## config.mk

```make
export PLATFORM = sky130hd
export DESIGN_NAME = id_stage
export DESIGN_NICKNAME = d
export VERILOG_FILES = /design/src/id_pkg.sv /design/src/id_ctrl_if.sv /design/src/id_stage.sv /design/src/id_ex_reg.sv /design/src/reg_file.sv /design/src/instr_decoder.sv
export SDC_FILE = /design/constraint.sdc
export NUM_CORES = 2
export LEC_CHECK = 0
export ABC_CLOCK_PERIOD_IN_PS = 43600
export BUFFER_PORTS_ARGS = -buffer_cell sky130_fd_sc_hd__buf_2
export CAP_MARGIN = 20
export CORE_ASPECT_RATIO = 1.4
export CORE_MARGIN = 2
export CORE_UTILIZATION = 30
export CTS_BUF_LIST = sky130_fd_sc_hd__clkbuf_8
export CTS_CLUSTER_DIAMETER = 200
export DETAILED_ROUTE_END_ITERATION = 8
export PLACE_DENSITY_LB_ADDON = 0.1
export SYNTH_ARGS = -nofsm -noshare
export SYNTH_HDL_FRONTEND = slang
export SYNTH_SLANG_ARGS = --single-unit
```

## constraint.sdc

```tcl
create_clock -name clk -period 43.6 [get_ports clk]
set_input_delay 6.54 -clock clk [delete_from_list [all_inputs] [get_ports clk]]
set_output_delay 6.54 -clock clk [all_outputs]
set_load 0.1 [all_outputs]
```

## src/id_pkg.sv

```systemverilog
package id_pkg;

    // datapath widths
    localparam int XLEN     = 64;
    localparam int INST_LEN = 32;
    localparam int REG_NUM  = 32;

    // major opcodes, instruction bits 6 to 2
    localparam logic [4:0] OP_LOAD   = 5'b00000;
    localparam logic [4:0] OP_IMM    = 5'b00100;
    localparam logic [4:0] OP_AUIPC  = 5'b00101;
    localparam logic [4:0] OP_IMM_32 = 5'b00110;
    localparam logic [4:0] OP_STORE  = 5'b01000;
    localparam logic [4:0] OP_REG    = 5'b01100;
    localparam logic [4:0] OP_LUI    = 5'b01101;
    localparam logic [4:0] OP_REG_32 = 5'b01110;
    localparam logic [4:0] OP_BRANCH = 5'b11000;
    localparam logic [4:0] OP_JALR   = 5'b11001;
    localparam logic [4:0] OP_JAL    = 5'b11011;
    localparam logic [4:0] OP_SYSTEM = 5'b11100;

    // funct3 values shared by the register and immediate groups
    localparam logic [2:0] F3_ADD  = 3'b000;
    localparam logic [2:0] F3_SLL  = 3'b001;
    localparam logic [2:0] F3_SLT  = 3'b010;
    localparam logic [2:0] F3_SLTU = 3'b011;
    localparam logic [2:0] F3_XOR  = 3'b100;
    localparam logic [2:0] F3_SR   = 3'b101;
    localparam logic [2:0] F3_OR   = 3'b110;
    localparam logic [2:0] F3_AND  = 3'b111;
    // ecall, ebreak and mret share this one
    localparam logic [2:0] F3_ENV  = 3'b000;

    typedef enum logic [4:0] {
        ALU_ADD  = 5'd0,
        ALU_SUB  = 5'd1,
        ALU_SLL  = 5'd2,
        ALU_SRL  = 5'd3,
        ALU_SRA  = 5'd4,
        ALU_ADDW = 5'd5,
        ALU_SUBW = 5'd6,
        ALU_SLLW = 5'd7,
        ALU_SRLW = 5'd8,
        ALU_SRAW = 5'd9,
        ALU_SLT  = 5'd10,
        ALU_SLTU = 5'd11,
        ALU_XOR  = 5'd12,
        ALU_OR   = 5'd13,
        ALU_AND  = 5'd14,
        ALU_SRC2 = 5'd15
    } alu_op_e;

    typedef enum logic [2:0] {
        IMM_NONE = 3'd0,
        IMM_I    = 3'd1,
        IMM_S    = 3'd2,
        IMM_B    = 3'd3,
        IMM_U    = 3'd4,
        IMM_J    = 3'd5
    } imm_fmt_e;

    typedef enum logic {
        SRC1_RS1 = 1'b0,
        SRC1_PC  = 1'b1
    } src1_sel_e;

    typedef enum logic [1:0] {
        SRC2_RS2   = 2'd0,
        SRC2_IMM   = 2'd1,
        SRC2_FOUR  = 2'd2,
        SRC2_ZERO  = 2'd3
    } src2_sel_e;

    // R/I/S slicing of the instruction word
    typedef struct packed {
        logic [6:0] funct7;
        logic [4:0] rs2;
        logic [4:0] rs1;
        logic [2:0] funct3;
        logic [4:0] rd;
        logic [6:0] opcode;
    } instr_r_t;

    // U/J slicing, upper 20 bits as one field
    typedef struct packed {
        logic [19:0] imm_hi;
        logic [4:0]  rd;
        logic [6:0]  opcode;
    } instr_uj_t;

    typedef union packed {
        instr_r_t  rtype;
        instr_uj_t ujtype;
    } instr_u;

endpackage
```

## src/id_ctrl_if.sv

```systemverilog
interface id_ctrl_if;

    id_pkg::alu_op_e   alu_op;
    id_pkg::src1_sel_e src1_sel;
    id_pkg::src2_sel_e src2_sel;
    logic [id_pkg::XLEN-1:0] imm;
    // source indices read as zero when the source is unused
    logic [4:0] rs1_idx;
    logic [4:0] rs2_idx;
    logic [4:0] rd_idx;
    logic       wb_en;
    logic       is_load;
    logic       is_jal;
    logic       is_jalr;
    logic       is_brc;
    // multiply/divide unit select
    logic       div_en;
    logic [2:0] div_sel;
    logic       trap;
    logic       trap_in;
    logic       trap_out;

    modport dec (
        output alu_op, src1_sel, src2_sel, imm,
        output rs1_idx, rs2_idx, rd_idx,
        output wb_en, is_load, is_jal, is_jalr, is_brc,
        output div_en, div_sel, trap, trap_in, trap_out
    );

    modport slot (
        input alu_op, src1_sel, src2_sel, imm,
        input rs1_idx, rs2_idx, rd_idx,
        input wb_en, is_load, is_jal, is_jalr, is_brc,
        input div_en, div_sel, trap, trap_in, trap_out
    );

endinterface

```

## src/id_stage.sv

```systemverilog
module id_stage (
    input  logic                        clk,
    input  logic                        rst_n_i,
    input  logic                        valid_i,
    output logic                        ready_o,
    input  logic [id_pkg::XLEN-1:0]     pc_i,
    input  logic [id_pkg::INST_LEN-1:0] instr_i,
    input  logic                        wb_en_i,
    input  logic [4:0]                  wb_rd_i,
    input  logic [id_pkg::XLEN-1:0]     wb_data_i,
    input  logic                        ready_i,
    output logic                        valid_o,
    output logic [id_pkg::XLEN-1:0]     pc_o,
    output logic [id_pkg::XLEN-1:0]     rs1_o,
    output logic [id_pkg::XLEN-1:0]     rs2_o,
    output logic [id_pkg::XLEN-1:0]     imm_o,
    output id_pkg::alu_op_e             alu_op_o,
    output id_pkg::src1_sel_e           src1_sel_o,
    output id_pkg::src2_sel_e           src2_sel_o,
    output logic [4:0]                  rd_o,
    output logic                        wb_en_o,
    output logic                        is_load_o,
    output logic                        is_jal_o,
    output logic                        is_jalr_o,
    output logic                        is_brc_o,
    output logic                        div_en_o,
    output logic [2:0]                  div_sel_o,
    output logic                        trap_o,
    output logic                        trap_in_o,
    output logic                        trap_out_o
);

    logic [id_pkg::XLEN-1:0] rs1_data;
    logic [id_pkg::XLEN-1:0] rs2_data;

    id_ctrl_if u_ctrl_if ();

    instr_decoder u_decoder (
        .instr_i (id_pkg::instr_u'(instr_i)),
        .ctrl    (u_ctrl_if.dec)
    );

    // reads are indexed straight from the decoder
    reg_file u_reg_file (
        .clk        (clk),
        .rst_n_i    (rst_n_i),
        .rs1_addr_i (u_ctrl_if.rs1_idx),
        .rs2_addr_i (u_ctrl_if.rs2_idx),
        .rs1_data_o (rs1_data),
        .rs2_data_o (rs2_data),
        .wr_addr_i  (wb_rd_i),
        .wr_data_i  (wb_data_i),
        .wr_en_i    (wb_en_i)
    );

    id_ex_reg u_id_ex_reg (
        .clk        (clk),
        .rst_n_i    (rst_n_i),
        .valid_i    (valid_i),
        .ready_o    (ready_o),
        .pc_i       (pc_i),
        .ctrl       (u_ctrl_if.slot),
        .rs1_data_i (rs1_data),
        .rs2_data_i (rs2_data),
        .ready_i    (ready_i),
        .valid_o    (valid_o),
        .pc_o       (pc_o),
        .rs1_o      (rs1_o),
        .rs2_o      (rs2_o),
        .imm_o      (imm_o),
        .alu_op_o   (alu_op_o),
        .src1_sel_o (src1_sel_o),
        .src2_sel_o (src2_sel_o),
        .rd_o       (rd_o),
        .wb_en_o    (wb_en_o),
        .is_load_o  (is_load_o),
        .is_jal_o   (is_jal_o),
        .is_jalr_o  (is_jalr_o),
        .is_brc_o   (is_brc_o),
        .div_en_o   (div_en_o),
        .div_sel_o  (div_sel_o),
        .trap_o     (trap_o),
        .trap_in_o  (trap_in_o),
        .trap_out_o (trap_out_o)
    );

endmodule

```

## src/id_ex_reg.sv

```systemverilog
module id_ex_reg (
    input  logic                    clk,
    input  logic                    rst_n_i,
    input  logic                    valid_i,
    output logic                    ready_o,
    input  logic [id_pkg::XLEN-1:0] pc_i,
    id_ctrl_if.slot                 ctrl,
    input  logic [id_pkg::XLEN-1:0] rs1_data_i,
    input  logic [id_pkg::XLEN-1:0] rs2_data_i,
    input  logic                    ready_i,
    output logic                    valid_o,
    output logic [id_pkg::XLEN-1:0] pc_o,
    output logic [id_pkg::XLEN-1:0] rs1_o,
    output logic [id_pkg::XLEN-1:0] rs2_o,
    output logic [id_pkg::XLEN-1:0] imm_o,
    output id_pkg::alu_op_e         alu_op_o,
    output id_pkg::src1_sel_e       src1_sel_o,
    output id_pkg::src2_sel_e       src2_sel_o,
    output logic [4:0]              rd_o,
    output logic                    wb_en_o,
    output logic                    is_load_o,
    output logic                    is_jal_o,
    output logic                    is_jalr_o,
    output logic                    is_brc_o,
    output logic                    div_en_o,
    output logic [2:0]              div_sel_o,
    output logic                    trap_o,
    output logic                    trap_in_o,
    output logic                    trap_out_o
);

    logic hazard;
    logic slot_free;
    logic accept;

    // held load feeds a register the incoming instruction reads
    assign hazard = valid_o && is_load_o && (rd_o != 5'd0) &&
                    ((rd_o == ctrl.rs1_idx) || (rd_o == ctrl.rs2_idx));

    // empty now or emptied at this edge
    assign slot_free = !valid_o || ready_i;
    assign ready_o   = slot_free && !hazard;
    assign accept    = valid_i && ready_o;

    // a free slot with a hazard takes a bubble
    always_ff @(posedge clk) begin
        if (!rst_n_i) begin
            valid_o <= 1'b0;
        end else if (slot_free) begin
            valid_o <= valid_i && !hazard;
        end
    end

    always_ff @(posedge clk) begin
        if (accept) begin
            pc_o       <= pc_i;
            rs1_o      <= rs1_data_i;
            rs2_o      <= rs2_data_i;
            imm_o      <= ctrl.imm;
            alu_op_o   <= ctrl.alu_op;
            src1_sel_o <= ctrl.src1_sel;
            src2_sel_o <= ctrl.src2_sel;
            rd_o       <= ctrl.rd_idx;
            wb_en_o    <= ctrl.wb_en;
            is_load_o  <= ctrl.is_load;
            is_jal_o   <= ctrl.is_jal;
            is_jalr_o  <= ctrl.is_jalr;
            is_brc_o   <= ctrl.is_brc;
            div_en_o   <= ctrl.div_en;
            div_sel_o  <= ctrl.div_sel;
            trap_o     <= ctrl.trap;
            trap_in_o  <= ctrl.trap_in;
            trap_out_o <= ctrl.trap_out;
        end
    end

endmodule

```

## src/reg_file.sv

```systemverilog
module reg_file (
    input  logic                    clk,
    input  logic                    rst_n_i,
    input  logic [4:0]              rs1_addr_i,
    input  logic [4:0]              rs2_addr_i,
    output logic [id_pkg::XLEN-1:0] rs1_data_o,
    output logic [id_pkg::XLEN-1:0] rs2_data_o,
    input  logic [4:0]              wr_addr_i,
    input  logic [id_pkg::XLEN-1:0] wr_data_i,
    input  logic                    wr_en_i
);

    logic [id_pkg::XLEN-1:0] regs [id_pkg::REG_NUM];
    logic                    wr_live;

    // x0 is never written
    assign wr_live = wr_en_i && (wr_addr_i != 5'd0);

    always_ff @(posedge clk) begin
        if (!rst_n_i) begin
            for (int i = 0; i < id_pkg::REG_NUM; i++) begin
                regs[i] <= '0;
            end
        end else if (wr_live) begin
            regs[wr_addr_i] <= wr_data_i;
        end
    end

    // writeback data in the same cycle wins over the array
    always_comb begin
        if (wr_live && (wr_addr_i == rs1_addr_i)) begin
            rs1_data_o = wr_data_i;
        end else begin
            rs1_data_o = regs[rs1_addr_i];
        end
    end

    always_comb begin
        if (wr_live && (wr_addr_i == rs2_addr_i)) begin
            rs2_data_o = wr_data_i;
        end else begin
            rs2_data_o = regs[rs2_addr_i];
        end
    end

endmodule

```

## src/instr_decoder.sv

```systemverilog
module instr_decoder (
    input  id_pkg::instr_u instr_i,
    id_ctrl_if.dec         ctrl
);

    logic [4:0]       opcode;
    logic [2:0]       funct3;
    logic [6:0]       funct7;
    logic             word_op;
    id_pkg::imm_fmt_e imm_fmt;

    assign opcode  = instr_i.rtype.opcode[6:2];
    assign funct3  = instr_i.rtype.funct3;
    assign funct7  = instr_i.rtype.funct7;
    // opcode bit 1 marks the 32-bit word groups
    assign word_op = opcode[1];

    function automatic id_pkg::alu_op_e alu_decode(
        input logic [2:0] f3,
        input logic       alt_sub,
        input logic       alt_sra,
        input logic       word
    );
        id_pkg::alu_op_e op;
        case (f3)
            id_pkg::F3_ADD: begin
                if (alt_sub) begin
                    op = word ? id_pkg::ALU_SUBW : id_pkg::ALU_SUB;
                end else begin
                    op = word ? id_pkg::ALU_ADDW : id_pkg::ALU_ADD;
                end
            end
            id_pkg::F3_SLL:  op = word ? id_pkg::ALU_SLLW : id_pkg::ALU_SLL;
            id_pkg::F3_SLT:  op = id_pkg::ALU_SLT;
            id_pkg::F3_SLTU: op = id_pkg::ALU_SLTU;
            id_pkg::F3_XOR:  op = id_pkg::ALU_XOR;
            id_pkg::F3_SR: begin
                if (alt_sra) begin
                    op = word ? id_pkg::ALU_SRAW : id_pkg::ALU_SRA;
                end else begin
                    op = word ? id_pkg::ALU_SRLW : id_pkg::ALU_SRL;
                end
            end
            id_pkg::F3_OR:   op = id_pkg::ALU_OR;
            default:         op = id_pkg::ALU_AND;
        endcase
        return op;
    endfunction

    always_comb begin
        // defaults describe a bundle that does nothing
        ctrl.alu_op   = id_pkg::ALU_ADD;
        ctrl.src1_sel = id_pkg::SRC1_RS1;
        ctrl.src2_sel = id_pkg::SRC2_RS2;
        ctrl.rs1_idx  = 5'd0;
        ctrl.rs2_idx  = 5'd0;
        ctrl.rd_idx   = 5'd0;
        ctrl.wb_en    = 1'b0;
        ctrl.is_load  = 1'b0;
        ctrl.is_jal   = 1'b0;
        ctrl.is_jalr  = 1'b0;
        ctrl.is_brc   = 1'b0;
        ctrl.div_en   = 1'b0;
        ctrl.div_sel  = 3'd0;
        ctrl.trap     = 1'b0;
        ctrl.trap_in  = 1'b0;
        ctrl.trap_out = 1'b0;
        imm_fmt       = id_pkg::IMM_NONE;

        case (opcode)
            id_pkg::OP_REG, id_pkg::OP_REG_32: begin
                ctrl.alu_op  = alu_decode(funct3, funct7[5], funct7[5], word_op);
                ctrl.rs1_idx = instr_i.rtype.rs1;
                ctrl.rs2_idx = instr_i.rtype.rs2;
                ctrl.rd_idx  = instr_i.rtype.rd;
                ctrl.wb_en   = 1'b1;
                // M extension rides on funct7 bit 0
                ctrl.div_en  = funct7[0];
                ctrl.div_sel = funct3;
            end
            id_pkg::OP_IMM, id_pkg::OP_IMM_32: begin
                // no subtract form for immediates
                ctrl.alu_op   = alu_decode(funct3, 1'b0, funct7[5], word_op);
                ctrl.src2_sel = id_pkg::SRC2_IMM;
                ctrl.rs1_idx  = instr_i.rtype.rs1;
                ctrl.rd_idx   = instr_i.rtype.rd;
                ctrl.wb_en    = 1'b1;
                imm_fmt       = id_pkg::IMM_I;
            end
            id_pkg::OP_LOAD: begin
                ctrl.src2_sel = id_pkg::SRC2_IMM;
                ctrl.rs1_idx  = instr_i.rtype.rs1;
                ctrl.rd_idx   = instr_i.rtype.rd;
                ctrl.wb_en    = 1'b1;
                ctrl.is_load  = 1'b1;
                imm_fmt       = id_pkg::IMM_I;
            end
            id_pkg::OP_STORE: begin
                ctrl.src2_sel = id_pkg::SRC2_IMM;
                ctrl.rs1_idx  = instr_i.rtype.rs1;
                ctrl.rs2_idx  = instr_i.rtype.rs2;
                imm_fmt       = id_pkg::IMM_S;
            end
            id_pkg::OP_BRANCH: begin
                ctrl.rs1_idx = instr_i.rtype.rs1;
                ctrl.rs2_idx = instr_i.rtype.rs2;
                ctrl.is_brc  = 1'b1;
                imm_fmt      = id_pkg::IMM_B;
            end
            id_pkg::OP_JAL: begin
                // link value is pc + 4
                ctrl.src1_sel = id_pkg::SRC1_PC;
                ctrl.src2_sel = id_pkg::SRC2_FOUR;
                ctrl.rd_idx   = instr_i.ujtype.rd;
                ctrl.wb_en    = 1'b1;
                ctrl.is_jal   = 1'b1;
                imm_fmt       = id_pkg::IMM_J;
            end
            id_pkg::OP_JALR: begin
                ctrl.src1_sel = id_pkg::SRC1_PC;
                ctrl.src2_sel = id_pkg::SRC2_FOUR;
                ctrl.rs1_idx  = instr_i.rtype.rs1;
                ctrl.rd_idx   = instr_i.rtype.rd;
                ctrl.wb_en    = 1'b1;
                ctrl.is_jalr  = 1'b1;
                imm_fmt       = id_pkg::IMM_I;
            end
            id_pkg::OP_LUI: begin
                ctrl.alu_op   = id_pkg::ALU_SRC2;
                ctrl.src2_sel = id_pkg::SRC2_IMM;
                ctrl.rd_idx   = instr_i.ujtype.rd;
                ctrl.wb_en    = 1'b1;
                imm_fmt       = id_pkg::IMM_U;
            end
            id_pkg::OP_AUIPC: begin
                ctrl.src1_sel = id_pkg::SRC1_PC;
                ctrl.src2_sel = id_pkg::SRC2_IMM;
                ctrl.rd_idx   = instr_i.ujtype.rd;
                ctrl.wb_en    = 1'b1;
                imm_fmt       = id_pkg::IMM_U;
            end
            id_pkg::OP_SYSTEM: begin
                ctrl.src2_sel = id_pkg::SRC2_ZERO;
                // csr forms are handled elsewhere
                if (funct3 == id_pkg::F3_ENV) begin
                    ctrl.trap = 1'b1;
                    // rs2 field: 0 ecall, 1 ebreak, 2 mret
                    if (instr_i.rtype.rs2[1]) begin
                        ctrl.trap_out = 1'b1;
                    end else begin
                        ctrl.trap_in = 1'b1;
                    end
                end
            end
            default: begin
            end
        endcase
    end

    // sign extension per format
    always_comb begin
        case (imm_fmt)
            id_pkg::IMM_I: ctrl.imm = {{52{funct7[6]}}, funct7, instr_i.rtype.rs2};
            id_pkg::IMM_S: ctrl.imm = {{52{funct7[6]}}, funct7, instr_i.rtype.rd};
            id_pkg::IMM_B: ctrl.imm = {{52{funct7[6]}}, instr_i.rtype.rd[0], funct7[5:0],
                                       instr_i.rtype.rd[4:1], 1'b0};
            id_pkg::IMM_U: ctrl.imm = {{32{instr_i.ujtype.imm_hi[19]}},
                                       instr_i.ujtype.imm_hi, 12'h000};
            id_pkg::IMM_J: ctrl.imm = {{44{instr_i.ujtype.imm_hi[19]}},
                                       instr_i.ujtype.imm_hi[7:0],
                                       instr_i.ujtype.imm_hi[8],
                                       instr_i.ujtype.imm_hi[18:9], 1'b0};
            default:       ctrl.imm = '0;
        endcase
    end

endmodule

```

# ---- Word-level counts from Yosys, hierarchy flattened
# Memory sizes are Yosys's and may differ from the RTL's.
# Index checks and enable logic that the tools add are counted.
dict set report word_totals {
  ram_bits 2048
  wordCells 108
  register_bits 282
  in_bits 170
  n_memories 1
}
dict set report op_classes {
  n_mux 33
  reduce_logical 29
  eq_ne 26
}
# memory depth word_bits rd rd_clocked_by_memory_dff wr line_no
set memory_table {}
lappend memory_table {u_reg_file.regs 32 64 2 0 32 reg_file.sv:13} ;# logic [id_pkg::XLEN-1:0] regs [id_pkg::REG_NUM];
# cell count
set ops {}
lappend ops {{$pmux 64 s5} 1}
lappend ops {{$mux 64} 3}
lappend ops {{$pmux 5 s7} 2}
lappend ops {{$reduce_or 64->1} 1}
lappend ops {{$mux 5} 5}
lappend ops {{$eq 5x4->1 const B} 4}
lappend ops {{$eq 5x5->1} 4}
lappend ops {{$eq 5x5->1 const B} 4}
lappend ops {{$eq 3x3->1 const B} 5}
lappend ops {{$eq 5x3->1 const B} 3}
lappend ops {{$pmux 3 s5} 1}
lappend ops {{$pmux 5 s3} 1}
lappend ops {{$mux 1} 14}
lappend ops {{$eq 3x2->1 const B} 4}
lappend ops {{$reduce_bool 5->1} 2}
lappend ops {{$logic_and 1x1->1} 9}
lappend ops {{$mux 3} 3}
lappend ops {{$reduce_or 9->1} 1}
lappend ops {{$mux 4} 2}
lappend ops {{$reduce_or 2->1} 4}
lappend ops {{$reduce_or 4->1} 2}
lappend ops {{$reduce_or 8->1} 1}
lappend ops {{$eq 3x1->1 const B} 2}
lappend ops {{$pmux 2 s3} 1}
lappend ops {{other kinds (7)} 9}

# ---- Depth between registers and ports, before layout
dict set report depth {
  ltp_word 9
  depth_mapped 11
  mapped_depth_nobuf 6
}

# ---- Hierarchy
# From an unflattened synthesis, not the netlist that was laid out.
dict set report hier_totals {
  hier_cells 7596
  area_unflattened_um2 118702.6
}
# module area_each_um2 n_inst cells_each
set by_module_without_submodules {}
lappend by_module_without_submodules {reg_file 108873.2 1 7109}
lappend by_module_without_submodules {id_ex_reg 8623.3 1 306}
lappend by_module_without_submodules {instr_decoder 1206.2 1 181}

# ---- Worst setup path before layout
# OpenSTA, ideal clock, no wires.
dict set report synth_timing {
  kind {input to register}
  from {in instr_i[4] (netlist bit)}
  to {reg u_id_ex_reg.alu_op_o[0] (enable)}
  path_stages 9
  path_slack_ns 22.879
  arrival_time_ns 19.798
  cell_sequence {buf_2 mux2_4 buf_6 nor3_2 buf_2 xnor2_1 a41oi_1 o31ai_1 a21boi_1}
}
dict set report synth_via {
  elab_chain_len 9
  word_cells_on_any_way 19
  classes_between {9 x eq/ne; 2 x mux; 8 x reduce/logical}
}
# item line_no
set synth_rtl {}
lappend synth_rtl {{start, declared} id_stage.sv:7} ;# input logic [id_pkg::INST_LEN-1:0] instr_i,
lappend synth_rtl {{$eq 5x4->1 (tied with other cells)} instr_decoder.sv:70} ;# case (opcode)
lappend synth_rtl {{$reduce_or 8->1 (no source line) or $reduce_or 4->1 (tied branches)} --}
lappend synth_rtl {{$mux 5} instr_decoder.sv:70}
lappend synth_rtl {{$eq 5x5->1} id_ex_reg.sv:38} ;# ((rd_o == ctrl.rs1_idx) || (rd_o == ctrl.rs2_idx));
lappend synth_rtl {{$logic_or 1x1->1 *} id_ex_reg.sv:38}
lappend synth_rtl {{$logic_and 1x1->1 *} id_ex_reg.sv:37} ;# assign hazard = valid_o && is_load_o && (rd_o != 5'd0) &&
lappend synth_rtl {{$logic_not 1->1 *} id_ex_reg.sv:42} ;# assign ready_o = slot_free && !hazard;
lappend synth_rtl {{$logic_and 1x1->1 *} id_ex_reg.sv:42}
lappend synth_rtl {{$logic_and 1x1->1 *} id_ex_reg.sv:43} ;# assign accept = valid_i && ready_o;
lappend synth_rtl {{named net u_id_ex_reg.accept} id_ex_reg.sv:34} ;# logic accept;
lappend synth_rtl {{end signal, assigned} id_ex_reg.sv:60} ;# alu_op_o <= ctrl.alu_op;
lappend synth_rtl {{end, declared} id_ex_reg.sv:16} ;# output id_pkg::alu_op_e alu_op_o,
# Mark *: on every way through the listed nets, which the timed path passes. The rest lies on a longest branch.
# A chain may end at the register's enable or synchronous reset.

# ---- Final worst setup path
dict set report layout_timing {
  from {in instr_i[3] (netlist bit)}
  to {out ready_o}
}
dict set report layout_via {
  elab_chain_len 8
  word_cells_on_any_way 18
  classes_between {9 x eq/ne; 2 x mux; 7 x reduce/logical}
}
# item line_no
set layout_rtl {}
lappend layout_rtl {{$eq 5x4->1 (tied with other cells)} instr_decoder.sv:70}
lappend layout_rtl {{$reduce_or 8->1 (no source line) or $reduce_or 4->1 (tied branches)} --}
lappend layout_rtl {{$mux 5} instr_decoder.sv:70}
lappend layout_rtl {{$eq 5x5->1} id_ex_reg.sv:38}
lappend layout_rtl {{$logic_or 1x1->1 *} id_ex_reg.sv:38}
lappend layout_rtl {{$logic_and 1x1->1 *} id_ex_reg.sv:37}
lappend layout_rtl {{$logic_not 1->1 *} id_ex_reg.sv:42}
lappend layout_rtl {{$logic_and 1x1->1 *} id_ex_reg.sv:42}
lappend layout_rtl {{end, declared} id_stage.sv:5} ;# output logic ready_o,
# Every way passes the cells marked *; elsewhere a longest branch is shown, timed or not.

==> run metrics <==
status=complete, no violations; Static Leak=47.93 nW; period utilisation layout=36.22%; area share of the largest cell type after synthesis=57.19%; Post-synth EDFFs=2296; ys async rst share=0%; CTS sink cnt=2297; initial antenna violation count=134; Mean Syn Cell Area=12.46 um2; clock-pin slew on the worst setup and hold paths=0.06 ns; depth of the CTS H-tree=5; # DRC=0; number of port buffers=449; commonest non-fill, non-tap cell in the layout=edfxtp_1; Syn-to-layout area delta=13.43%; leading area contributor after synthesis=edfxtp_1; GPL Wtd Cong=0.8438; I/O pin cnt=453; Synth area leaders=edfxtp_1 57%, and2_1 10%, mux4_2 7.2%, mux2i_1 3.6%, mux2_2 3.1%; Vias=91770; Max Fclk=63.33 MHz; Max FO, Critical Path=24; CP Data Required Time=37.06 ns; largest net degree at the start of global routing=90; WS Path Type=input pin to output port; worst vdd ir=23.96 uV; post-synth cell types=82; num rows=275; DP HPWL=341200 um; Ys Warns=0; actual slew at the worst max-slew pin=1.273 ns; Synth Flop Type=edfxtp_1; HP Class=flip-flop to flip-flop; first-pass GRT wire length=815700 um; Cells after Synth=9677; MaxCap Viol Count=0; RSZ-0062 raised after global routing=no; crit path to=ready_o; Final setup violation count=0; layout cells sized above 1=21.17%; CTS Hold Buffers Added=0; Critical Path AT=9.25 ns; r2r startpoint=u_id_ex_reg.rd_o[0]$_SDFFCE_PN0P_; relative slew slack=15.15%; Reg area=68970 um2; crit path from=instr_i[3]; NumNets Final=10070; most frequent cells in the layout=2296 x edfxtp_1, 1931 x and2_1, 561 x nand2_1; Max clock buf depth=4; power density cells=39.70 nW/um2; total grt overflow=0; Die Area=407000 um2; R2R Setup Slk=38.53 ns; sequential-to-total area share from yosys stat=57.20%; initial core utilization=30.10%; startpoint class of the critical path=input pin; hold path start=u_id_ex_reg.valid_o$_SDFFE_PN0P_; Yosys reg bits=2297; Core ar.=400500 um2; minimum clock period=15.79 ns; die width=539.8 um; clk root buf=clkbuf_8; Vias per Instance=5.909; Slew Limit Fails=0; CTS Buf Count=403; reg2reg path depth=9; Routed Antenna Nets=0; Initial DRC Count=12660; DRT Pass-1 Iters=7; post_cts resized=0; routed length per instance=39.45 um; All-Layer GR Usage=29.18%; Fin. Hold Viols=0; dpl ws=27.90 ns; setup tns final=0 ns; worst setup margin=27.81 ns; Total Routed Length=612600 um; area of the multi-input gates=48030 um2; crit end category=output port; fillers=39400; worst reg2reg path endpoint=u_id_ex_reg.rs2_o[24]$_DFFE_PP_; Setup Skew=0.09821 ns; clk_lat worst skew=1.15 ns; Mapped Area=120600 um2; Setup Buffers After CTS=0; Die Span Y=754.1 um; vias in the first global route=90400; CTS tree=yes
cells in the mapped netlist (all sizes together), types with 44 or more instances:
cell and number:
edfxtp 2296, and2 1933, clkbuf 785, nand2 567, a21oi 445, mux2i 429
mux4 383, nor2 348, mux2 338, nor3 311, buf 270, o21ai 260
o22ai 179, a221oi 142, nand3 141, o31ai 120, a221o 112, inv 84
o2bb2ai 80, a22oi 64, o22a 62, o211ai 51, o41ai 48, a2111oi 44
worst min path at each step:
stage                                             to  slack (ns)  depth (start not counted)
finish              u_id_ex_reg.valid_o$_SDFFE_PN0P_        0.61                          1
global placement    u_id_ex_reg.valid_o$_SDFFE_PN0P_        0.58                          1
CTS                 u_id_ex_reg.valid_o$_SDFFE_PN0P_        0.60                          1
detailed placement  u_id_ex_reg.valid_o$_SDFFE_PN0P_        0.60                          1
floorplan            u_id_ex_reg.rs2_o[23]$_DFFE_PP_        0.69                          2
global route        u_id_ex_reg.valid_o$_SDFFE_PN0P_        0.65                          1
logic make-up after synthesis:
| group | share of synthesized area, % |
|---|---|
| AOI/OAI and AO/OA | 9.676 |
| and+or+nand+nor | 15.27 |
| DFF | 57.20 |
| adders and majority gates | 0.03114 |
| buffers and inverters | 3.892 |
| muxes | 13.88 |
| other | 0.003110 |
| xor gates and xnor gates | 0.05085 |
sequential cells by signal (all words and copies together), names as in the netlist, 2 cells and up:
signal / count
u_id_ex_reg.alu_op_o: 4
u_reg_file.regs: 2048
u_id_ex_reg.pc_o: 64
u_id_ex_reg.imm_o: 32
u_id_ex_reg.rd_o: 5
u_id_ex_reg.rs1_o: 64
u_id_ex_reg.src2_sel_o: 2
u_id_ex_reg.div_sel_o: 3
u_id_ex_reg.rs2_o: 64
routing by layer:
| metal | global-route usage, % | share of wire (%) |
|---|---|---|
| met3 | 6.518 | 9.3 |
| met2 | 47.72 | 47 |
| met1 | 36.69 | 39 |
| met4 | 13.27 | 4.9 |
| met5 | 0 | 0.041 |
critical path, stage by stage:
cell and delay, ns:
buf_2 0.34, nor2b_1 0.38, o22a_4 0.60, nor3_1 0.10
nand4b_1 0.23, o31ai_1 0.58, nand2_1 0.13, buf_2 0.33
power breakdown:
group / total [mW] / switching, mW / internal, mW
clock network: 1.97 / 1.00 / 0.970
registers: 2.64 / 0.0679 / 2.57
logic: 0.819 / 0.611 / 0.209
per-stage QoR:
| stage | instances | util, % | power (mW) | hold WS (ns) | area [um2] |
|---|---|---|---|---|---|
| final | 15530 | 34.15 | 5.429 | 0.6091 | 136800 |
| after CTS | 15460 | 34.09 | 5.457 | 0.6028 | 136500 |
| after detailed placement | 14750 | 32.24 | 3.484 | 0.5960 | 129100 |
| after floorplan | 9741 | - | 3.165 | 0.6884 | 120800 |
| after global routing | 15480 | 34.11 | 5.577 | 0.6489 | 136600 |
| after global placement | 14740 | 32.23 | 3.477 | 0.5836 | 129100 |
area by class of cell:
type	count	area share, %
well taps	5263	4.815
clock buffers	408	4.106
inverters	84	0.2415
diodes	66	0.1208
clock inverters	303	1.296
repair buffers	804	3.868
multi-input cells	6305	35.12
flip-flops and latches	2297	50.43
Note: power is estimated with default switching activity, not from simulation.
